**src/alu_data_pkg.sv**
```systemverilog
/*
 * Vector ALU data-path package
 * Lane and memory word widths and their value types
 */
package alu_data_pkg;

	// ==============================
	// Widths
	// ==============================

	// SRAM and DRAM word width
	localparam int DBW = 16;

	// Working lane width inside the ALU
	localparam int TDBW = 32;

	// Register file write address width
	localparam int SRAM_ABW = 8;

	// ==============================
	// Value types
	// ==============================

	typedef logic signed [TDBW-1:0] lane_t;

	// Raw memory word, sign is applied when it enters a lane
	typedef logic [DBW-1:0] sram_word_t;

endpackage
```
**src/alu_isa_pkg.sv**
```systemverilog
/*
 * Vector ALU instruction package
 * Opcode and operand source encodings, instruction and control structs
 */
package alu_isa_pkg;

	import alu_data_pkg::*;

	// ==============================
	// Encodings
	// ==============================

	// Codes 2, 5 and 7 are not implemented and give a zero result
	typedef enum logic [2:0] {
		OP_ADD   = 3'd0,
		OP_SUB   = 3'd1,
		OP_NORM1 = 3'd3,
		OP_MAC   = 3'd4,
		OP_LOGIC = 3'd6
	} alu_opcode_e;

	typedef enum logic [2:0] {
		SRC_CONST = 3'd0,
		SRC_REG   = 3'd1,
		SRC_SRAM0 = 3'd2,
		SRC_SRAM1 = 3'd3
	} alu_src_e;

	// ==============================
	// Structs
	// ==============================

	// Instruction as issued to the stage
	typedef struct packed {
		alu_opcode_e         opcode;
		logic [4:0]          shamt;
		alu_src_e            src_a;
		alu_src_e            src_b;
		alu_src_e            src_c;
		lane_t               const_a;
		lane_t               const_b;
		lane_t               const_c;
		logic                to_reg;
		logic                to_temp;
		logic [1:0]          to_dram;   // 3 means no DRAM write
		logic [SRAM_ABW-1:0] reg_waddr;
	} alu_inst_t;

	// Fields consumed by execute and result
	typedef struct packed {
		alu_opcode_e         opcode;
		logic [4:0]          shamt;
		alu_src_e            src_a;
		alu_src_e            src_b;
		alu_src_e            src_c;
		lane_t               const_a;
		lane_t               const_b;
		lane_t               const_c;
		logic                to_reg;
		logic                to_temp;
		logic [1:0]          to_dram;
		logic [SRAM_ABW-1:0] reg_waddr;
	} alu_ctrl_t;

endpackage

```
**src/alu_result.sv**
```systemverilog
/*
 * Vector ALU result stage
 * Scales results for DRAM and registers the register and temp buffer writes
 */
module alu_result import alu_data_pkg::*; import alu_isa_pkg::*; #(
	parameter int VSIZE = 4
) (
	input  logic                i_clk,
	input  logic                i_rst,
	input  alu_ctrl_t           i_ctrl,
	input  logic                i_commit,
	input  lane_t               i_result [VSIZE],
	output sram_word_t          o_dramwd [VSIZE],
	output logic                o_reg_we,
	output logic [SRAM_ABW-1:0] o_reg_waddr,
	output lane_t               o_wdata [VSIZE],
	output logic                o_tbuf_we
);

	logic [2:0] dram_shift;

	// ==============================
	// DRAM word
	// ==============================

	// Scale by 0, 2 or 4 bits
	assign dram_shift = {i_ctrl.to_dram, 1'b0};

	always_comb begin
		for (int i = 0; i < VSIZE; i++) begin
			o_dramwd[i] = sram_word_t'(i_result[i] >>> dram_shift);
		end
	end

	// ==============================
	// Write register
	// ==============================

	always_ff @(posedge i_clk) begin
		if (i_rst) begin
			o_reg_we  <= 1'b0;
			o_tbuf_we <= 1'b0;
		end else begin
			o_reg_we  <= i_commit && i_ctrl.to_reg;
			o_tbuf_we <= i_commit && i_ctrl.to_temp;
		end
	end

	// Shared write data for the register file and the temp buffer
	always_ff @(posedge i_clk) begin
		if (i_commit) begin
			o_reg_waddr <= i_ctrl.reg_waddr;
			o_wdata     <= i_result;
		end
	end

endmodule

```
**config.mk**
```make
export PLATFORM = sky130hd
export DESIGN_NAME = alu_result
export DESIGN_NICKNAME = d
export VERILOG_FILES = /design/src/alu_data_pkg.sv /design/src/alu_isa_pkg.sv /design/src/alu_result.sv
export SDC_FILE = /design/constraint.sdc
export NUM_CORES = 1
export LEC_CHECK = 0
export BUFFER_PORTS_ARGS = -buffer_cell sky130_fd_sc_hd__buf_2
export CAP_MARGIN = 20
export CORE_AREA = 2 2 178 180
export DETAILED_ROUTE_END_ITERATION = 8
export DIE_AREA = 0 0 180 182
export PLACE_DENSITY = 0.5
export SYNTH_ARGS = -nofsm -noshare
export SYNTH_HDL_FRONTEND = slang
export SYNTH_SLANG_ARGS = --single-unit
```
**constraint.sdc**
```tcl
create_clock -name i_clk -period 3.05 [get_ports i_clk]
set_input_delay 0.305 -clock i_clk [delete_from_list [all_inputs] [get_ports i_clk]]
set_output_delay 0.305 -clock i_clk [all_outputs]
set_load 0.01 [all_outputs]
```
==> metrics.yaml <==
ir_worst_vdd_mv: 0.342
clk_path_buf_depth: 2
final_nets: 829
grt_pass1_wl_um: 25900
clk_transition_reported_paths_ps: 60
start_util_pct: 18.5
p_int_mw: 4.13
slew_viol_final: 0
cts_resized: 0
place_congestion: 0.730
portBuffers: 344
maxCapViolations: 0
cp_slowest_cell: "mux4_1"
power_density_nw_per_um2: 628
fp.dieH_um: 182
fillers: 3201
wl_um: 17700
clockRootBuffer: "clkbuf_16"
post-cts-setup-buffer-count: 0
cp-end-kind: "output port"
core-area_um2: 31000
crit_type: "in -> out"
relSlewSlack_pct: 72.0
worst_slack_ps: 971
cts_tree: "done"
grt.busiest_layer: "met2"
vias_per_cell: 4.02
synth-seq-cells: 138
syn_area_um2: 5750
cpMostUsedCell: "buf_4"
dp_hpwl_um: 13300
fin_tns_setup_ps: 0
arrival_ps: 1770
min_path_type: "in -> reg"
met2_usage_pct: 16.8
power.switching_mw: 1.26
netlist_instances: 218
htreeDepth: 4
syn_area_per_cell_um2: 26.4
n_antenna_cell: 0
initialDrtViolationCount: 156
clock_sinks: 138
min_period_over_period_pct: 68.2
final_util_pct: 27.7
critPathRequiredTime_ps: 2740
setup_viol: 0
p_leak_nw: 3.51
switching_share_pct: 23.3
crit_chain: "buf_4 -> buf_4 -> mux4_1 -> buf_2"
slowest_delay_ps: 610
startpoint_type: "input pin"
status: "finished, final reports clean"
ant_nets: 0
hold_depth: 1
synthesis.nets: 474
drive_gt1_share_pct: 74.6
std_cell_rows: 65
dieArea_um2: 32800
synth_cell_types: 8
finalNonFillerCells: 988
grt-ovfl-total: 0
cp.buffers_inverters: 3
drc: 0
power_frac_comb_pct: 14.2
worst_pin_slew_ps: 420
antenna_found_initial: 0
num_vias: 3974
ctsHoldBuffers: 0
crit_fanout: 17
rsz0062_at_grt: "no"
hold_viol_final: 0
drtPass1Iterations: 4
post-place-ws_ps: 906
max_freq_ghz: 0.481
die_x_um: 180
clockPowerShare_pct: 43.3
grt_pass1_vias: 4093
yosys_warnings: 0
grt_max_degree: 74
min_period_ps: 2080
numCtsBuffers: 17
grtUsageMet3_pct: 5.21
boundaryPins: 458
seq_area_frac_synth_pct: 71.8
track_usage_pct: 10.7
p_seq_share_pct: 42.4
cp_top_family: "buffers and inverters"
post_drt_wl_per_cell_um: 17.9
use_met1_pct: 12.6
dp_cells: 956
area_growth_pct: 49.4
cp_num_cells: 4
## placed cells by master, fill, tap and decap left out
cell type / n
clkbuf_1: 1
clkinv_4: 1
clkinvlp_4: 1
bufinv_16: 6
clkinv_2: 1
buf_12: 4
mux4_2: 60
dfxtp_1: 2
edfxtp_1: 136
inv_6: 1
clkinv_1: 4
clkbuf_16: 17
buf_4: 4
mux4_1: 4
buf_2: 341
buf_6: 1
and3b_1: 2
## Yosys cell counts (all sizes together)
master  instances  area share, %
and3b           2           0.30
buf            14            2.6
dfxtp           2           0.70
edfxtp        136             71
mux4           64             25
## per-layer routing
metal / vias up / wire [µm]
met4: 0 / 212
met5: - / 0
met2: 248 / 8540
met3: 14 / 1890
li1: 1702 / -
met1: 2010 / 7040
## per-stage QoR
| stage | hold WS (ps) | power [mW] | area [µm²] |
|---|---|---|---|
| 2_1_floorplan | 404 | 2.66 | 5750 |
| 3_3_place_gp | 482 | 3.10 | 7930 |
| 4_1_cts | 9.04 | 5.49 | 8580 |
| 3_5_place_dp | 484 | 3.11 | 7930 |
| 6_report | 40.6 | 5.39 | 8580 |
| 5_1_grt | 15.8 | 5.61 | 8580 |
## registers in the layout, indices dropped and copies added (netlist names)
signal	flops
o_reg_waddr	8
o_tbuf_we	1
o_reg_we	1
o_wdata	128
## final timing paths
kind / start / to
max: i_ctrl[8] / o_dramwd[4]
min: i_result[31] / o_wdata[31]
## power by group through the flow
| stage | clock network (mW) | registers [mW] | logic, mW |
|---|---|---|---|
| after floorplan | 0 | 2.41 | 0.253 |
| after global placement | 0 | 2.32 | 0.781 |
| after detailed placement | 0 | 2.33 | 0.779 |
| after CTS | 2.42 | 2.29 | 0.781 |
| after global routing | 2.49 | 2.30 | 0.821 |
| final | 2.33 | 2.29 | 0.766 |
## cells by family (layout without fill, tap and decap cells)
kind of cell	after synthesis	after routing	share of synthesized area, %
flops	138	138	71.8
mux	64	64	25.3
buf+inv	14	382	2.57
simple gates	2	2	0.305
## cell type report
class	instances	area [µm²]	area share [%]
clock inverter	14	225	2.62
clock buffer	18	429	5.00
tap	402	503	5.86
timing repair buffer	350	1830	21.3
multi-input combinational	66	1470	17.2
sequential	138	4120	48.0
Power figures use the tool's default switching activity.
