`src/alu_data_pkg.sv`:
```
/*
 * Vector ALU data-path package
 * Lane and memory word widths and their value types
 */
package alu_data_pkg;

	// ==============================
	// Widths
	// ==============================

	// SRAM and DRAM word width
	localparam int DBW = 16;

	// Working lane width inside the ALU
	localparam int TDBW = 32;

	// Register file write address width
	localparam int SRAM_ABW = 8;

	// ==============================
	// Value types
	// ==============================

	typedef logic signed [TDBW-1:0] lane_t;

	// Raw memory word, sign is applied when it enters a lane
	typedef logic [DBW-1:0] sram_word_t;

endpackage
```
`src/alu_isa_pkg.sv`:
```
/*
 * Vector ALU instruction package
 * Opcode and operand source encodings, instruction and control structs
 */
package alu_isa_pkg;

	import alu_data_pkg::*;

	// ==============================
	// Encodings
	// ==============================

	// Codes 2, 5 and 7 are not implemented and give a zero result
	typedef enum logic [2:0] {
		OP_ADD   = 3'd0,
		OP_SUB   = 3'd1,
		OP_NORM1 = 3'd3,
		OP_MAC   = 3'd4,
		OP_LOGIC = 3'd6
	} alu_opcode_e;

	typedef enum logic [2:0] {
		SRC_CONST = 3'd0,
		SRC_REG   = 3'd1,
		SRC_SRAM0 = 3'd2,
		SRC_SRAM1 = 3'd3
	} alu_src_e;

	// ==============================
	// Structs
	// ==============================

	// Instruction as issued to the stage
	typedef struct packed {
		alu_opcode_e         opcode;
		logic [4:0]          shamt;
		alu_src_e            src_a;
		alu_src_e            src_b;
		alu_src_e            src_c;
		lane_t               const_a;
		lane_t               const_b;
		lane_t               const_c;
		logic                to_reg;
		logic                to_temp;
		logic [1:0]          to_dram;   // 3 means no DRAM write
		logic [SRAM_ABW-1:0] reg_waddr;
	} alu_inst_t;

	// Fields consumed by execute and result
	typedef struct packed {
		alu_opcode_e         opcode;
		logic [4:0]          shamt;
		alu_src_e            src_a;
		alu_src_e            src_b;
		alu_src_e            src_c;
		lane_t               const_a;
		lane_t               const_b;
		lane_t               const_c;
		logic                to_reg;
		logic                to_temp;
		logic [1:0]          to_dram;
		logic [SRAM_ABW-1:0] reg_waddr;
	} alu_ctrl_t;

endpackage

```
`src/alu_decode.sv`:
```
/*
 * Vector ALU decode
 * Finds the SRAM ports an instruction needs and gates the op, SRAM and DRAM handshakes
 */
module alu_decode import alu_isa_pkg::*; (
	input  logic      i_clk,
	input  logic      i_rst,
	input  alu_inst_t i_op,
	input  logic      i_op_rdy,
	output logic      o_op_ack,
	input  logic      i_sramrd0_rdy,
	output logic      o_sramrd0_ack,
	input  logic      i_sramrd1_rdy,
	output logic      o_sramrd1_ack,
	output logic      o_dramwd_rdy,
	input  logic      i_dramwd_ack,
	output alu_ctrl_t o_ctrl,
	output logic      o_commit
);

	logic req_rd0;
	logic req_rd1;
	logic to_dram;
	logic data_ready;

	// ==============================
	// Port requests
	// ==============================

	always_comb begin
		req_rd0 = (i_op.src_a == SRC_SRAM0) || (i_op.src_b == SRC_SRAM0) ||
			(i_op.src_c == SRC_SRAM0);
		req_rd1 = (i_op.src_a == SRC_SRAM1) || (i_op.src_b == SRC_SRAM1) ||
			(i_op.src_c == SRC_SRAM1);
	end

	assign to_dram = i_op.to_dram != 2'd3;

	// Ready once every named SRAM port has its data
	assign data_ready = i_op_rdy && (!req_rd0 || i_sramrd0_rdy) && (!req_rd1 || i_sramrd1_rdy);

	// ==============================
	// Handshakes
	// ==============================

	always_comb begin
		o_dramwd_rdy  = data_ready && to_dram;
		// A DRAM write completes only when the sink takes the word
		o_op_ack      = data_ready && (!to_dram || i_dramwd_ack);
		o_sramrd0_ack = o_op_ack && req_rd0;
		o_sramrd1_ack = o_op_ack && req_rd1;
		o_commit      = o_op_ack;
	end

	always_comb begin
		o_ctrl.opcode    = i_op.opcode;
		o_ctrl.shamt     = i_op.shamt;
		o_ctrl.src_a     = i_op.src_a;
		o_ctrl.src_b     = i_op.src_b;
		o_ctrl.src_c     = i_op.src_c;
		o_ctrl.const_a   = i_op.const_a;
		o_ctrl.const_b   = i_op.const_b;
		o_ctrl.const_c   = i_op.const_c;
		o_ctrl.to_reg    = i_op.to_reg;
		o_ctrl.to_temp   = i_op.to_temp;
		o_ctrl.to_dram   = i_op.to_dram;
		o_ctrl.reg_waddr = i_op.reg_waddr;
	end

endmodule

```
`config.mk`:
```
export PLATFORM = sky130hd
export DESIGN_NAME = alu_decode
export DESIGN_NICKNAME = d
export VERILOG_FILES = /design/src/alu_data_pkg.sv /design/src/alu_isa_pkg.sv /design/src/alu_decode.sv
export SDC_FILE = /design/constraint.sdc
export NUM_CORES = 1
export LEC_CHECK = 0
export BUFFER_PORTS_ARGS = -buffer_cell sky130_fd_sc_hd__clkbuf_2
export CORE_AREA = 4 4 100 102
export DETAILED_ROUTE_END_ITERATION = 8
export DIE_AREA = 0 0 104 106
export PLACE_DENSITY = 0.51
export SETUP_SLACK_MARGIN = 0.5
export SYNTH_ARGS = -nofsm -noshare
export SYNTH_HDL_FRONTEND = slang
export SYNTH_SLANG_ARGS = --single-unit
```
`constraint.sdc`:
```
create_clock -name vclk -period 1.83
set_input_delay 0.183 -clock vclk [all_inputs]
set_output_delay 0.183 -clock vclk [all_outputs]
set_load 0.05 [all_outputs]
```
==> impl_metrics.env <==
export IMPL_status="finished, final reports clean"
export IMPL_drive_above_1_share_pct=83.7
export IMPL_post_synth_top_count_cell="buf_4"
export IMPL_start_kind="input port"
export IMPL_crit_path_top_delay_cell="or3b_4"
export IMPL_num_rows=35
export IMPL_hpwl_um=2090
export IMPL_place_inst=160
export IMPL_grtUsageTotal_pct=3.53
export IMPL_wl_per_cell_um=14.8
export IMPL_crit_buf_inv=2
export IMPL_ctsHoldBuffers=0
export IMPL_p_comb_share_pct=100.0
export IMPL_seq_cell_count=0
export IMPL_vias=434
export IMPL_fin_crit_sh_pct=80.6
export IMPL_worst_pin_slew_ps=557
export IMPL_final_antenna_net_count=0
export IMPL_io_pins=261
export IMPL_fill_cells=1072
export IMPL_path_cells="buf_6, or3b_4, a31oi_4, nor4_4, clkbuf_8"
export IMPL_p_seq_share_pct=0
export IMPL_hold_viol=0
export IMPL_synth_seq_area_share_pct=0
export IMPL_holdPathEnd="o_ctrl[16]"
export IMPL_peakVddDrop_uv=67.5
export IMPL_p_sw_share_pct=65.4
export IMPL_die_area_um2=11000
export IMPL_met3WireLength_um=415
export IMPL_grt_pass1_wl_um=2930
export IMPL_syn_area_um2=1100
export IMPL_min_path_type="in2out"
export IMPL_core_region_area_um2=9110
export IMPL_grt_start_max_net_pins=4
export IMPL_antenna_cells=0
export IMPL_cp_top_family="simple AND/OR/NAND/NOR gates"
export IMPL_syn_inst=144
export IMPL_die_h_um=106
export IMPL_crit_fanout=3
export IMPL_numPortBuffers=31
export IMPL_holdPathStages=0
export IMPL_antenna_found_initial=0
export IMPL_wl_met2_um=926
export IMPL_ys_warn_count=0
export IMPL_syn_nets=275
export IMPL_regArea_um2=0
export IMPL_maxCapViolCount=0
export IMPL_synth_commonest_cells="buf_4 (126), nand3b_1 (3), or3b_4 (3)"
export IMPL_rsz0062_at_grt="true"
export IMPL_yosys_area_top_type="buf_4"
export IMPL_setup_viol=0
export IMPL_path_class="in2out"
export IMPL_ys_types=14
export IMPL_power_switching_mw=0.115
export IMPL_drc_errors=0
export IMPL_gp_congestion=0.653
export IMPL_end_kind="primary output"
export IMPL_start_util_pct=12.1
export IMPL_area_growth_pct=-47.1
export IMPL_critPathMaxStageDelay_ps=420
export IMPL_dr_pass1_iters=2
export IMPL_finalNonFillerCells=160
export IMPL_cp_data_required_time_ps=1650
export IMPL_p_clk_share_pct=0
export IMPL_fin_nets=182
export IMPL_grt_ovfl_total=0
export IMPL_clock_fmax_mhz=678
export IMPL_synth_top_cell_area_share_pct=85.8
export IMPL_max_slew_margin_pct=62.9
export IMPL_initialDrtViolationCount=4
export IMPL_routed_top_layer="met4"
export IMPL_worstHoldStart="i_op[16]"
export IMPL_power_leakage_nw=0.211
export IMPL_cts_post_setup_buffers_inserted=0
export IMPL_wl_met1_um=582
export IMPL_p_int_mw=0.0611
export IMPL_via_per_inst=2.71
export IMPL_period_needed_ps=1480
export IMPL_yosys_top_cells_area="buf_4 (86%), or3b_4 (3.1%), nand3b_1 (2.0%), a31oi_4 (1.9%), a2111oi_2 (1.4%)"
export IMPL_cp_arrival_ps=1290
export IMPL_final_max_slew_viol_count=0
export IMPL_grt_pass1_vias=450
export IMPL_nClkBuffers=0
export IMPL_pwr_density_cell_nw_per_um2=303
export IMPL_setup_tns_ps=0
export IMPL_route_final_wire_length_um=2370
export IMPL_fp_dieW_um=104
export IMPL_avgSynthCellArea_um2=7.65
-- cells by family after synthesis --
logic type | after synthesis | synth area share (%)
and+or+nand+nor | 11 | 8.28
AOI/OAI and AO/OA | 5 | 5.22
buffers and inverters | 128 | 86.5
-- per-layer routing --
metal / track usage, % / vias to the layer above
met5: 0 / -
met4: 6.65 / 0
met3: 1.64 / 60
met2: 4.83 / 70
met1: 2.73 / 165
li1: - / 139
-- how the worst max path moves through the flow --
stage | from | end | slack (ps) | cells past startpoint
after global placement | i_op[113] | o_sramrd1_ack | 270 | 5
final | i_op[116] | o_op_ack | 350 | 5
after floorplan | i_op[115] | o_op_ack | 140 | 4
after CTS | i_op[113] | o_sramrd1_ack | 330 | 5
after global routing | i_op[113] | o_sramrd1_ack | 300 | 5
after detailed placement | i_op[113] | o_sramrd1_ack | 260 | 5
-- cell type report --
class / instances / area, µm² / share of cell area (%)
Timing Repair Buffer: 31 / 226 / 38.8
Multi-Input combinational cell: 16 / 210 / 36.1
Inverter: 2 / 7.51 / 1.29
Tap cell: 111 / 139 / 23.8
-- power by group through the flow --
stage	clock, mW	sequential (mW)	combinational (mW)
after floorplan	0	0	0.803
after global placement	0	0	0.159
after detailed placement	0	0	0.161
after CTS	0	0	0.173
after global routing	0	0	0.185
final	0	0	0.177
-- through the flow --
stage	hold slack, ps	util [%]	worst slack, ps	power [mW]	area [µm²]
CTS	366	6.10	333	0.173	556
finish	366	6.40	355	0.177	583
detailed placement	366	5.56	258	0.161	507
floorplan	491	-	137	0.803	1160
global route	366	6.40	301	0.185	583
global placement	366	5.56	270	0.159	507
-- layout by cell type (no fill, tap or decap), drive strengths merged --
cell type   n
or3b        3
nand3b      3
a31oi       2
a311o       1
buf         7
a21oi       1
nor3        1
nand2       1
a2111oi     1
clkbuf     24
nor4        1
nand3       1
nor4b       1
inv         2
-- what timing repair did --
| item | CTS | global route |
|---|---|---|
| pin swaps | 2 | 5 |
| resized for setup | 11 | 9 |
| endpoints found under the setup margin | 5 | 5 |
Note: power is estimated with default switching activity, not from simulation.
